[src/verilog/lc3b_pkg.sv]
`default_nettype none

package lc3b_pkg;

    // data and address width.
    localparam int WORD_WIDTH = 16;
    localparam int REG_WIDTH = 3;
    localparam int OPCODE_WIDTH = 4;

    localparam logic [WORD_WIDTH-1:0] RESET_PC = 16'h0000;

    // lc-3b opcode values.
    localparam logic [OPCODE_WIDTH-1:0] OP_BR   = 4'b0000;
    localparam logic [OPCODE_WIDTH-1:0] OP_ADD  = 4'b0001;
    localparam logic [OPCODE_WIDTH-1:0] OP_LDB  = 4'b0010;
    localparam logic [OPCODE_WIDTH-1:0] OP_STB  = 4'b0011;
    localparam logic [OPCODE_WIDTH-1:0] OP_JSR  = 4'b0100;
    localparam logic [OPCODE_WIDTH-1:0] OP_AND  = 4'b0101;
    localparam logic [OPCODE_WIDTH-1:0] OP_LDR  = 4'b0110;
    localparam logic [OPCODE_WIDTH-1:0] OP_STR  = 4'b0111;
    localparam logic [OPCODE_WIDTH-1:0] OP_RTI  = 4'b1000;
    localparam logic [OPCODE_WIDTH-1:0] OP_NOT  = 4'b1001;
    localparam logic [OPCODE_WIDTH-1:0] OP_LDI  = 4'b1010;
    localparam logic [OPCODE_WIDTH-1:0] OP_STI  = 4'b1011;
    localparam logic [OPCODE_WIDTH-1:0] OP_JMP  = 4'b1100;
    localparam logic [OPCODE_WIDTH-1:0] OP_SHF  = 4'b1101;
    localparam logic [OPCODE_WIDTH-1:0] OP_LEA  = 4'b1110;
    localparam logic [OPCODE_WIDTH-1:0] OP_TRAP = 4'b1111;

    // control word bit positions.
    localparam int CTRL_WIDTH     = 9;
    localparam int CTRL_LD_REG    = 0;
    localparam int CTRL_LD_CC     = 1;
    localparam int CTRL_MEM_READ  = 2;
    localparam int CTRL_MEM_WRITE = 3;
    localparam int CTRL_BRANCH    = 4;
    localparam int CTRL_JUMP      = 5;
    localparam int CTRL_TRAP      = 6;
    localparam int CTRL_ALU_LSB   = 7;
    localparam int ALU_WIDTH      = 2;

    localparam logic [ALU_WIDTH-1:0] ALU_ADD = 2'd0;
    localparam logic [ALU_WIDTH-1:0] ALU_AND = 2'd1;
    localparam logic [ALU_WIDTH-1:0] ALU_NOT = 2'd2;
    localparam logic [ALU_WIDTH-1:0] ALU_SHF = 2'd3;

    // slots in the downstream buffer.
    localparam int ISSUE_CREDITS = 2;
    localparam int CREDIT_WIDTH  = 2;

    typedef union packed {
        struct packed {
            logic [OPCODE_WIDTH-1:0] opcode;
            logic [REG_WIDTH-1:0]    dest;
            logic [REG_WIDTH-1:0]    src1;
            logic                    imm;
            logic [1:0]              spare;
            logic [REG_WIDTH-1:0]    src2;
        } r;
        struct packed {
            logic [OPCODE_WIDTH-1:0] opcode;
            logic [3:0]              spare;
            logic [7:0]              trapvect;
        } t;
    } lc3b_instr_u;

endpackage

`default_nettype wire

[src/verilog/lc3b_ctrl_rom.sv]
`timescale 1ns/1ps
`default_nettype none

module lc3b_ctrl_rom
    import lc3b_pkg::*;
(
    input  lc3b_instr_u           instr,
    output logic [CTRL_WIDTH-1:0] ctrl_word
);

    always_comb
    begin
        ctrl_word = '0;
        case (instr.r.opcode)
            OP_ADD:
            begin
                ctrl_word[CTRL_LD_REG] = 1'b1;
                ctrl_word[CTRL_LD_CC] = 1'b1;
                ctrl_word[CTRL_ALU_LSB +: ALU_WIDTH] = ALU_ADD;
            end
            OP_AND:
            begin
                ctrl_word[CTRL_LD_REG] = 1'b1;
                ctrl_word[CTRL_LD_CC] = 1'b1;
                ctrl_word[CTRL_ALU_LSB +: ALU_WIDTH] = ALU_AND;
            end
            OP_NOT:
            begin
                ctrl_word[CTRL_LD_REG] = 1'b1;
                ctrl_word[CTRL_LD_CC] = 1'b1;
                ctrl_word[CTRL_ALU_LSB +: ALU_WIDTH] = ALU_NOT;
            end
            OP_SHF:
            begin
                ctrl_word[CTRL_LD_REG] = 1'b1;
                ctrl_word[CTRL_LD_CC] = 1'b1;
                ctrl_word[CTRL_ALU_LSB +: ALU_WIDTH] = ALU_SHF;
            end
            OP_BR:
            begin
                ctrl_word[CTRL_BRANCH] = 1'b1;
            end
            OP_JMP:
            begin
                ctrl_word[CTRL_JUMP] = 1'b1;
            end
            // jsr also writes the link register.
            OP_JSR:
            begin
                ctrl_word[CTRL_JUMP] = 1'b1;
                ctrl_word[CTRL_LD_REG] = 1'b1;
            end
            OP_LDB, OP_LDI, OP_LDR:
            begin
                ctrl_word[CTRL_MEM_READ] = 1'b1;
                ctrl_word[CTRL_LD_REG] = 1'b1;
                ctrl_word[CTRL_LD_CC] = 1'b1;
            end
            OP_LEA:
            begin
                ctrl_word[CTRL_LD_REG] = 1'b1;
                ctrl_word[CTRL_LD_CC] = 1'b1;
            end
            OP_STB, OP_STI, OP_STR:
            begin
                ctrl_word[CTRL_MEM_WRITE] = 1'b1;
            end
            OP_TRAP:
            begin
                ctrl_word[CTRL_TRAP] = 1'b1;
                ctrl_word[CTRL_LD_REG] = 1'b1;
            end
            default:
            begin
                ctrl_word = '0;
            end
        endcase
    end

endmodule

`default_nettype wire

[src/verilog/lc3b_fetch_pc.sv]
`timescale 1ns/1ps
`default_nettype none

module lc3b_fetch_pc
    import lc3b_pkg::*;
(
    input  logic                  clk,
    input  logic                  reset,
    input  logic                  fetch_advance,
    input  logic                  redirect,
    input  logic [WORD_WIDTH-1:0] redirect_pc,
    output logic [WORD_WIDTH-1:0] fetch_pc
);

    logic [WORD_WIDTH-1:0] pc_q;
    logic [WORD_WIDTH-1:0] pc_next;

    // redirect wins over the sequential step.
    always_comb
    begin
        if (redirect)
        begin
            pc_next = redirect_pc;
        end
        else if (fetch_advance)
        begin
            pc_next = pc_q + WORD_WIDTH'(2);
        end
        else
        begin
            pc_next = pc_q;
        end
    end

    always_ff @(posedge clk)
    begin
        if (reset)
        begin
            pc_q <= RESET_PC;
        end
        else
        begin
            pc_q <= pc_next;
        end
    end

    assign fetch_pc = pc_q;

endmodule

`default_nettype wire

[src/verilog/lc3b_frontend.sv]
`timescale 1ns/1ps
`default_nettype none

module lc3b_frontend
    import lc3b_pkg::*;
(
    input  logic                  clk,
    input  logic                  reset,
    input  logic                  mem_resp,
    input  logic [WORD_WIDTH-1:0] mem_rdata,
    input  logic                  issue_credit,
    input  logic                  redirect,
    input  logic [WORD_WIDTH-1:0] redirect_pc,
    output logic                  mem_request,
    output logic [WORD_WIDTH-1:0] mem_addr,
    output logic                  issue_valid,
    output logic [WORD_WIDTH-1:0] issue_pc,
    output logic [CTRL_WIDTH-1:0] issue_ctrl,
    output logic [REG_WIDTH-1:0]  dest,
    output logic [REG_WIDTH-1:0]  src1,
    output logic [REG_WIDTH-1:0]  src2,
    output logic [WORD_WIDTH-1:0] imm5,
    output logic [WORD_WIDTH-1:0] imm4,
    output logic [WORD_WIDTH-1:0] offset6,
    output logic [WORD_WIDTH-1:0] offset9,
    output logic [WORD_WIDTH-1:0] offset11,
    output logic [WORD_WIDTH-1:0] trapvect8
);

    logic                  fetch_advance;
    logic                  ifid_load;
    logic                  ifid_flush;
    logic [WORD_WIDTH-1:0] fetch_pc;
    logic [CTRL_WIDTH-1:0] ctrl_word;
    lc3b_instr_u           fetch_instr;

    assign fetch_instr = mem_rdata;
    assign mem_addr = fetch_pc;

    lc3b_frontend_ctrl u_ctrl (
        .clk(clk), .reset(reset), .mem_resp(mem_resp), .issue_credit(issue_credit),
        .redirect(redirect), .issue_valid(issue_valid), .mem_request(mem_request),
        .fetch_advance(fetch_advance), .ifid_load(ifid_load), .ifid_flush(ifid_flush)
    );

    lc3b_fetch_pc u_fetch_pc (
        .clk(clk), .reset(reset), .fetch_advance(fetch_advance), .redirect(redirect),
        .redirect_pc(redirect_pc), .fetch_pc(fetch_pc)
    );

    // decode straight off the memory data bus.
    lc3b_ctrl_rom u_ctrl_rom (
        .instr(fetch_instr), .ctrl_word(ctrl_word)
    );

    lc3b_ifid u_ifid (
        .clk(clk), .reset(reset), .ifid_load(ifid_load), .ifid_flush(ifid_flush),
        .instr(fetch_instr), .fetch_pc(fetch_pc), .ctrl_word(ctrl_word),
        .issue_valid(issue_valid), .issue_pc(issue_pc), .imm5(imm5), .imm4(imm4),
        .offset6(offset6), .offset9(offset9), .offset11(offset11),
        .trapvect8(trapvect8), .dest(dest), .src1(src1), .src2(src2),
        .issue_ctrl(issue_ctrl)
    );

endmodule

`default_nettype wire

[src/verilog/lc3b_frontend_ctrl.sv]
`timescale 1ns/1ps
`default_nettype none

module lc3b_frontend_ctrl
    import lc3b_pkg::*;
(
    input  logic clk,
    input  logic reset,
    input  logic mem_resp,
    input  logic issue_credit,
    input  logic redirect,
    input  logic issue_valid,
    output logic mem_request,
    output logic fetch_advance,
    output logic ifid_load,
    output logic ifid_flush
);

    logic [CREDIT_WIDTH-1:0] credits;
    logic                    discard;
    logic                    accept;
    logic                    drop;
    logic                    launch;

    assign accept = mem_request && mem_resp;

    // a redirect in the response cycle also kills that response.
    assign drop = accept && (discard || redirect);

    // the credit for the new request is reserved at launch.
    assign launch = !mem_request && (credits != '0) && !redirect;

    assign ifid_load = accept && !discard && !redirect;
    assign fetch_advance = ifid_load;

    // clear a word that is still issuing when the redirect arrives.
    assign ifid_flush = drop || (redirect && issue_valid);

    always_ff @(posedge clk)
    begin
        if (reset)
        begin
            mem_request <= 1'b0;
        end
        else if (accept)
        begin
            mem_request <= 1'b0;
        end
        else if (launch)
        begin
            mem_request <= 1'b1;
        end
    end

    // a redirect can move the pc under a live request; its data is thrown away.
    always_ff @(posedge clk)
    begin
        if (reset)
        begin
            discard <= 1'b0;
        end
        else if (accept)
        begin
            discard <= 1'b0;
        end
        else if (redirect && mem_request)
        begin
            discard <= 1'b1;
        end
    end

    always_ff @(posedge clk)
    begin
        if (reset)
        begin
            credits <= CREDIT_WIDTH'(ISSUE_CREDITS);
        end
        else
        begin
            credits <= credits + CREDIT_WIDTH'(issue_credit) + CREDIT_WIDTH'(drop)
                       - CREDIT_WIDTH'(launch);
        end
    end

endmodule

`default_nettype wire

[src/verilog/lc3b_ifid.sv]
`timescale 1ns/1ps
`default_nettype none

module lc3b_ifid
    import lc3b_pkg::*;
(
    input  logic                  clk,
    input  logic                  reset,
    input  logic                  ifid_load,
    input  logic                  ifid_flush,
    input  lc3b_instr_u           instr,
    input  logic [WORD_WIDTH-1:0] fetch_pc,
    input  logic [CTRL_WIDTH-1:0] ctrl_word,
    output logic                  issue_valid,
    output logic [WORD_WIDTH-1:0] issue_pc,
    output logic [WORD_WIDTH-1:0] imm5,
    output logic [WORD_WIDTH-1:0] imm4,
    output logic [WORD_WIDTH-1:0] offset6,
    output logic [WORD_WIDTH-1:0] offset9,
    output logic [WORD_WIDTH-1:0] offset11,
    output logic [WORD_WIDTH-1:0] trapvect8,
    output logic [REG_WIDTH-1:0]  dest,
    output logic [REG_WIDTH-1:0]  src1,
    output logic [REG_WIDTH-1:0]  src2,
    output logic [CTRL_WIDTH-1:0] issue_ctrl
);

    logic [WORD_WIDTH-1:0] word;
    logic                  is_nop;

    assign word = instr;

    // an all-zero word would otherwise decode as a branch.
    assign is_nop = (word == '0);

    always_ff @(posedge clk)
    begin
        if (reset)
        begin
            issue_valid <= 1'b0;
            issue_ctrl <= '0;
        end
        else if (ifid_flush)
        begin
            issue_valid <= 1'b0;
            issue_ctrl <= '0;
        end
        else
        begin
            issue_valid <= ifid_load;
            if (ifid_load)
            begin
                issue_ctrl <= is_nop ? '0 : ctrl_word;
            end
        end
    end

    always_ff @(posedge clk)
    begin
        if (ifid_load)
        begin
            issue_pc <= fetch_pc + WORD_WIDTH'(2);
            dest <= instr.r.dest;
            src1 <= instr.r.src1;
            src2 <= instr.r.src2;
            imm5 <= {{(WORD_WIDTH-5){word[4]}}, word[4:0]};
            imm4 <= {{(WORD_WIDTH-4){1'b0}}, word[3:0]};
            offset6 <= {{(WORD_WIDTH-6){word[5]}}, word[5:0]};
            offset9 <= {{(WORD_WIDTH-9){word[8]}}, word[8:0]};
            offset11 <= {{(WORD_WIDTH-11){word[10]}}, word[10:0]};
            // word-aligned trap table index.
            trapvect8 <= {{(WORD_WIDTH-9){1'b0}}, instr.t.trapvect, 1'b0};
        end
    end

endmodule

`default_nettype wire

[config.mk]
export PLATFORM = sky130hd
export DESIGN_NAME = lc3b_frontend
export DESIGN_NICKNAME = d
export VERILOG_FILES = /design/src/verilog/lc3b_pkg.sv /design/src/verilog/lc3b_ctrl_rom.sv /design/src/verilog/lc3b_fetch_pc.sv /design/src/verilog/lc3b_frontend.sv /design/src/verilog/lc3b_frontend_ctrl.sv /design/src/verilog/lc3b_ifid.sv
export SDC_FILE = /design/constraint.sdc
export NUM_CORES = 1
export LEC_CHECK = 0
export BUFFER_PORTS_ARGS = -buffer_cell sky130_fd_sc_hd__clkbuf_2
export CAP_MARGIN = 5
export CORE_MARGIN = 1
export CORE_UTILIZATION = 35
export DETAILED_ROUTE_END_ITERATION = 7
export GPL_ROUTABILITY_DRIVEN = 0
export PLACE_DENSITY = 0.68
export RECOVER_POWER = 50
export SLEW_MARGIN = 10
export SYNTH_ARGS = -nofsm -noshare
export SYNTH_HDL_FRONTEND = slang
export SYNTH_SLANG_ARGS = --single-unit
export TNS_END_PERCENT = 30
[constraint.sdc]
create_clock -name clk -period 1.7 [get_ports clk]
set_input_delay 0.085 -clock clk [delete_from_list [all_inputs] [get_ports clk]]
set_output_delay 0.085 -clock clk [all_outputs]
set_load 0.01 [all_outputs]
After elaboration in Yosys (flattened, before gate mapping)
Cells that the tools add are included.
{"block": "classes", "n_addsub": 4, "eq_ne": 14, "n_mux": 11, "n_reduce_logical": 24}
{"operator": "$mux W16", "count": 2}
{"operator": "$eq A4 B4 Y1 const B", "count": 7}
{"operator": "$add A16 B2 Y16 const B", "count": 1}
{"operator": "$eq A4 B3 Y1 const B", "count": 4}
{"operator": "$logic_not A16 Y1", "count": 1}
{"operator": "$reduce_or A10 Y1", "count": 1}
{"operator": "$mux W9", "count": 1}
{"operator": "$eq A4 B2 Y1 const B", "count": 2}
{"operator": "$logic_and A1 B1 Y1", "count": 8}
{"operator": "$reduce_or A8 Y1", "count": 1}
{"operator": "$mux W1", "count": 7}
{"operator": "$pmux W2 S3", "count": 1}
{"operator": "$reduce_or A2 Y1", "count": 3}
{"operator": "$reduce_or A3 Y1", "count": 2}
{"operator": "$add A2 B1 Y2", "count": 2}
{"operator": "$eq A4 B1 Y1 const B", "count": 1}
{"operator": "$logic_not A4 Y1", "count": 1}
{"operator": "$reduce_bool A2 Y1", "count": 2}
{"operator": "$logic_not A1 Y1", "count": 3}
{"operator": "$logic_or A1 B1 Y1", "count": 2}
{"operator": "$sub A2 B1 Y2", "count": 1}
{"block": "totals", "reg_bits": 98, "input_bits": 37, "out_inout_bits": 148, "elab_cells": 69}

Depth between registers and ports, before layout
{"block": "logic_depth", "word_depth": 5, "ltp_mapped": 8, "mapped_depth_nobuf": 8}

Modules after synthesis
From an unflattened synthesis, not the netlist that was laid out.
{"block": "hier_totals", "hier_cells": 329, "area_unflattened_um2": 3353.2}
{"mod": "lc3b_ifid", "n_inst": 1, "cells_per_inst": 186, "area_per_inst_um2": 2138.3, "seq_area_each_um2": 1041.0}
{"mod": "lc3b_fetch_pc", "n_inst": 1, "cells_per_inst": 106, "area_per_inst_um2": 887.1, "seq_area_each_um2": 320.3}
{"mod": "lc3b_frontend_ctrl", "n_inst": 1, "cells_per_inst": 24, "area_per_inst_um2": 226.5, "seq_area_each_um2": 80.1}
{"mod": "lc3b_ctrl_rom", "n_inst": 1, "cells_per_inst": 13, "area_per_inst_um2": 101.3, "seq_area_each_um2": 0.0}

Worst setup path before layout
OpenSTA, ideal clock, no wires.
{"block": "synth_timing", "path_type": "flip-flop to flip-flop", "from": "register u_ctrl.mem_request", "to": "register u_ifid.issue_ctrl[2]", "setup_ns": 0.124, "arrival_time_ns": 1.722, "required_ns": 1.576, "path_slack_ns": -0.147, "stages_incl_launch_ff": 6, "path_buffers": 1, "period_less_slack_ns": 1.847, "cell_sequence": "dfxtp_1 > buf_4 > nand4bb_1 > clkinv_1 > nand4b_1 > a21oi_1"}
{"block": "synth_between", "word_cells_on_any_way": 6, "classes_between": "reduce/logical (6)"}
{"element": "start, declared", "line_no": "lc3b_frontend_ctrl.sv:13", "rtl": "output logic mem_request,"}
{"element": "start signal, assigned", "line_no": "lc3b_frontend_ctrl.sv:43", "rtl": "mem_request <= 1'b0;"}
{"element": "start signal, assigned", "line_no": "lc3b_frontend_ctrl.sv:47", "rtl": "mem_request <= 1'b0;"}
{"element": "start signal, assigned", "line_no": "lc3b_frontend_ctrl.sv:51", "rtl": "mem_request <= 1'b1;"}
{"element": "$logic_and A1 B1 Y1", "line_no": "lc3b_frontend_ctrl.sv:25", "rtl": "assign accept = mem_request && mem_resp;"}
{"element": "$logic_and A1 B1 Y1 (2 in series)", "line_no": "lc3b_frontend_ctrl.sv:33", "rtl": "assign ifid_load = accept && !discard && !redirect;"}
{"element": "net fetch_advance", "line_no": "lc3b_frontend.sv:30", "rtl": "logic fetch_advance;"}
{"element": "end signal, assigned", "line_no": "lc3b_ifid.sv:53", "rtl": "issue_ctrl <= is_nop ? '0 : ctrl_word;"}
{"element": "end, declared", "line_no": "lc3b_ifid.sv:25", "rtl": "output logic [CTRL_WIDTH-1:0] issue_ctrl"}
The timed path passes the listed nets, and every way through them passes these cells.
A chain may end at the register's enable or synchronous reset.

Final worst setup path
{"block": "layout_timing", "from": "register u_ctrl.credits[1]", "to": "register u_ctrl.credits[1]"}
{"block": "layout_between", "elab_chain_len": 4, "word_cells_on_any_way": 6, "classes_between": "add/sub (3); reduce/logical (3)"}
{"element": "start, declared", "line_no": "lc3b_frontend_ctrl.sv:19", "rtl": "logic [CREDIT_WIDTH-1:0] credits;"}
{"element": "start signal, assigned", "line_no": "lc3b_frontend_ctrl.sv:76", "rtl": "credits <= CREDIT_WIDTH'(ISSUE_CREDITS);"}
{"element": "start signal, assigned", "line_no": "lc3b_frontend_ctrl.sv:80", "rtl": "credits <= credits + CREDIT_WIDTH'(issue_credit) + CREDIT_WIDTH'(drop)"}
{"element": "parallel branches: the longest is 3 deep, another holds $add A2 B1 Y2"}
{"element": "$sub A2 B1 Y2 *", "line_no": "lc3b_frontend_ctrl.sv:81", "rtl": "- CREDIT_WIDTH'(launch);"}
Mark *: on every way between the ends.

==> results.toml <==
[clock_tree]
cts_sinks = 58
h-tree-depth = 3
clk_pin_slew_ns = 0.07
numCtsBuffers = 9
clkLatencyLatePin_ns = 0.34
postCtsSetupRepairBufs = 0
cts_buffer_depth = 2
cts_tree = "done"
cts-root-buf = "clkbuf_8"

[routing]
ant_nets = 0
via_count = 2619
routedWlPerCell_um = 12.7
firstDrtPassIters = 4
viasPerCell = 4.53
drt_wl_total_um = 7340
drc_errors = 0
drtIter0Drc = 54

[layout]
fin_cells = 578
insertedDiodeCount = 0
seqCellArea_sq_um = 1450
drive_gt1_share_pct = 23.8
fillers = 949
area_growth_pct = 21.5
final_nets = 502
multi_input_area_sq_um = 1150

[global_routing]
grt_max_degree = 31
grt_usage_pct = 15.0
antenna_found_initial = 0
grt_pass1_vias = 2397
grt_pass1_wl_um = 11400
grt.overflow.total = 0

[placement]
portBuffers = 164
hpwl_um = 5390
dp.cells = 543

[yosys]
synthTopCellsByArea = "edfxtp_1, buf_4, dfxtp_1"
ys_seq_elements = 58
syn_inst = 339
synth_area_sq_um = 3320
synth_top_area_share_pct = 25.4
yosys_warnings = 0
synthFlopType = "dfxtp_1"
synth-edff-count = 28
yosysUniqueCellTypes = 38
synth_common_cells = "buf_4, dfxtp_1, edfxtp_1"
yosysTopAreaCell = "edfxtp_1"
ys_seq_area_share_pct = 43.5
async_flop_share_pct = 0
syn_area_per_cell_sq_um = 9.78
yosysMostFrequentCell = "buf_4"

[power_and_ir_drop]
p_leak_nw = 1.66
p_int_w = 0.00259
p_sw_share_pct = 27.9
vdd_drop_max_uv = 432
power_density_nw_per_um2 = 893
switching_power_w = 0.00100
p_total_w = 0.00360
clkPwrFrac_pct = 37.4
pwr-share-seq_pct = 45.7
combPwrFrac_pct = 16.9

[setup_path]
critPathMaxFanout = 2
worst-r2r-setup-slack_ns = 0.001
critical_path_class = "register to register"
start_kind = "register"
arrival_ns = 1.92
crit_required_ns = 1.92
cp-end-kind = "register"
cpPeakStageDelay_ns = 0.35
crit_chain = "nor2_4, nor3_2, ha_1, inv_1, fa_2, xor2_2, xnor2_1, nand2b_1"
slowest_stage = "dfxtp_2"

[floorplanning]
die_height_um = 99.3
fp.dieW_um = 99.3
initial_utilization_pct = 36.1
die_area_sq_um = 9870
coreArea_sq_um = 9200
row_count = 35
io_pins = 185

[sta]
slew_viol_final = 0
tns_ns = 0
period_minus_slack_ns = 1.70
fmax_mhz = 589
rsz0062_at_grt = "true"
setup_violations = 0
fin_crit_sh_pct = 99.9
finalHoldViolCount = 0
fin_skew_ns = 0.0122

[worst_hold_path]
worstHoldPathType = "input port to register"

[run_status]
run_status = "finished clean"

[run]
drv_cap = 0
-- power by group through the flow --
stage	logic (W)	clock network, W	registers, W
after floorplan	0.000413	0	0.00167
after global placement	0.000564	0	0.00165
after detailed placement	0.000576	0	0.00166
after CTS	0.000638	0.00140	0.00164
after global routing	0.000682	0.00146	0.00166
final	0.000608	0.00134	0.00165
-- stage by stage --
step	utilization [%]	hold WS (ns)	setup WS [ns]	cell area [sq um]
2_1_floorplan	-	0.157	-0.107	3390
3_3_place_gp	40.5	0.283	0.0649	3730
3_5_place_dp	40.5	0.282	-0.116	3730
4_1_cts	45.1	0.0178	-0.0369	4150
5_1_grt	43.8	0.0258	-0.0753	4030
6_report	43.8	0.0400	0.00100	4030
-- final cells by class --
| class | count | area share [%] |
|---|---|---|
| Inverter | 18 | 1.71 |
| Multi-Input combinational cell | 177 | 28.5 |
| Sequential cell | 58 | 35.9 |
| Tap cell | 111 | 3.45 |
| Clock buffer | 10 | 3.69 |
| Timing Repair Buffer | 198 | 25.2 |
| Clock inverter | 6 | 1.55 |
-- kinds of logic (layout without fill, tap and decap cells) --
group | Yosys count | count (layout) | synth area share (%)
XOR/XNOR | 28 | 28 | 7.40
buffers and inverters | 123 | 232 | 24.9
AND/OR/NAND/NOR | 80 | 80 | 13.7
flip-flops | 58 | 58 | 43.5
AO/OA/AOI/OAI | 41 | 41 | 7.51
multiplexers | 5 | 5 | 1.55
other | 1 | 20 | 0.113
adder cells (fa/ha/maj) | 3 | 3 | 1.36
-- critical path, delay by kind of cell (launching register included) --
family	cells	cell delay [ns]
and+or+nand+nor	3	0.24
xor gates and xnor gates	2	0.33
adders and majority gates	2	0.62
DFF	1	0.35
buffers and inverters	1	0.05
-- routing by layer --
metal / global-route usage (%) / up-vias / part of all wire, %
li1: - / 1272 / -
met1: 17.4 / 1204 / 42
met2: 25.1 / 130 / 48
met3: 5.34 / 13 / 7.6
met4: 6.45 / 0 / 1.9
met5: 0 / - / 0
-- path summary, 6_finish.rpt --
path | from | to | cells after the start
hold reg to reg | u_ifid.issue_ctrl[7] | u_ifid.issue_ctrl[7] | 2
setup reg to reg | u_ctrl.credits[1] | u_ctrl.credits[1] | 8
hold / removal | mem_rdata[15] | u_ifid.issue_ctrl[8] | 3
setup / recovery | u_ctrl.credits[1] | u_ctrl.credits[1] | 8
-- sequential cells by signal, indices dropped and copies added, names as in the netlist, 2 cells and up --
register,count
u_ifid.offset11,5
u_ifid.issue_pc,16
u_ctrl.credits,2
u_ifid.issue_ctrl,9
u_ifid.dest,3
u_ifid.src2,2
u_ifid.src1,2
u_fetch_pc.fetch_pc,16
-- timing repair --
item,4_1_cts,5_1_grt
setup endpoints to repair,2,3
hold buffers,19,0
pin swaps,0,1
resized for setup,5,4
endpoints found under the hold margin,19,0
-- cells in the final DEF (no fill, tap or decap), types with 2 or more instances in the layout --
cell type | synthesis | layout
nor2b_1 | 2 | 2
nor4_1 | 7 | 6
or3_1 | 2 | 2
clkbuf_8 | 0 | 9
nor4_2 | 1 | 2
nand3_1 | 11 | 11
dfxtp_2 | 0 | 3
nand4_1 | 4 | 4
nand4b_1 | 4 | 4
a21oi_1 | 22 | 22
xnor2_1 | 16 | 16
inv_1 | 17 | 17
o21ai_0 | 2 | 2
buf_4 | 95 | 9
mux2i_1 | 4 | 4
conb_1 | 1 | 20
xor2_1 | 12 | 11
dfxtp_1 | 30 | 27
o21a_1 | 10 | 10
dlygate4sd3_1 | 0 | 19
a21o_1 | 2 | 2
clkbuf_2 | 2 | 70
nor3_1 | 9 | 8
nor2_1 | 17 | 16
nand4_4 | 2 | 2
clkinv_2 | 0 | 3
nand2_1 | 17 | 17
edfxtp_1 | 28 | 28
buf_12 | 0 | 2
a211oi_1 | 2 | 2
ha_1 | 2 | 2
clkbuf_1 | 5 | 98
Note: power is estimated with default switching activity, not from simulation.
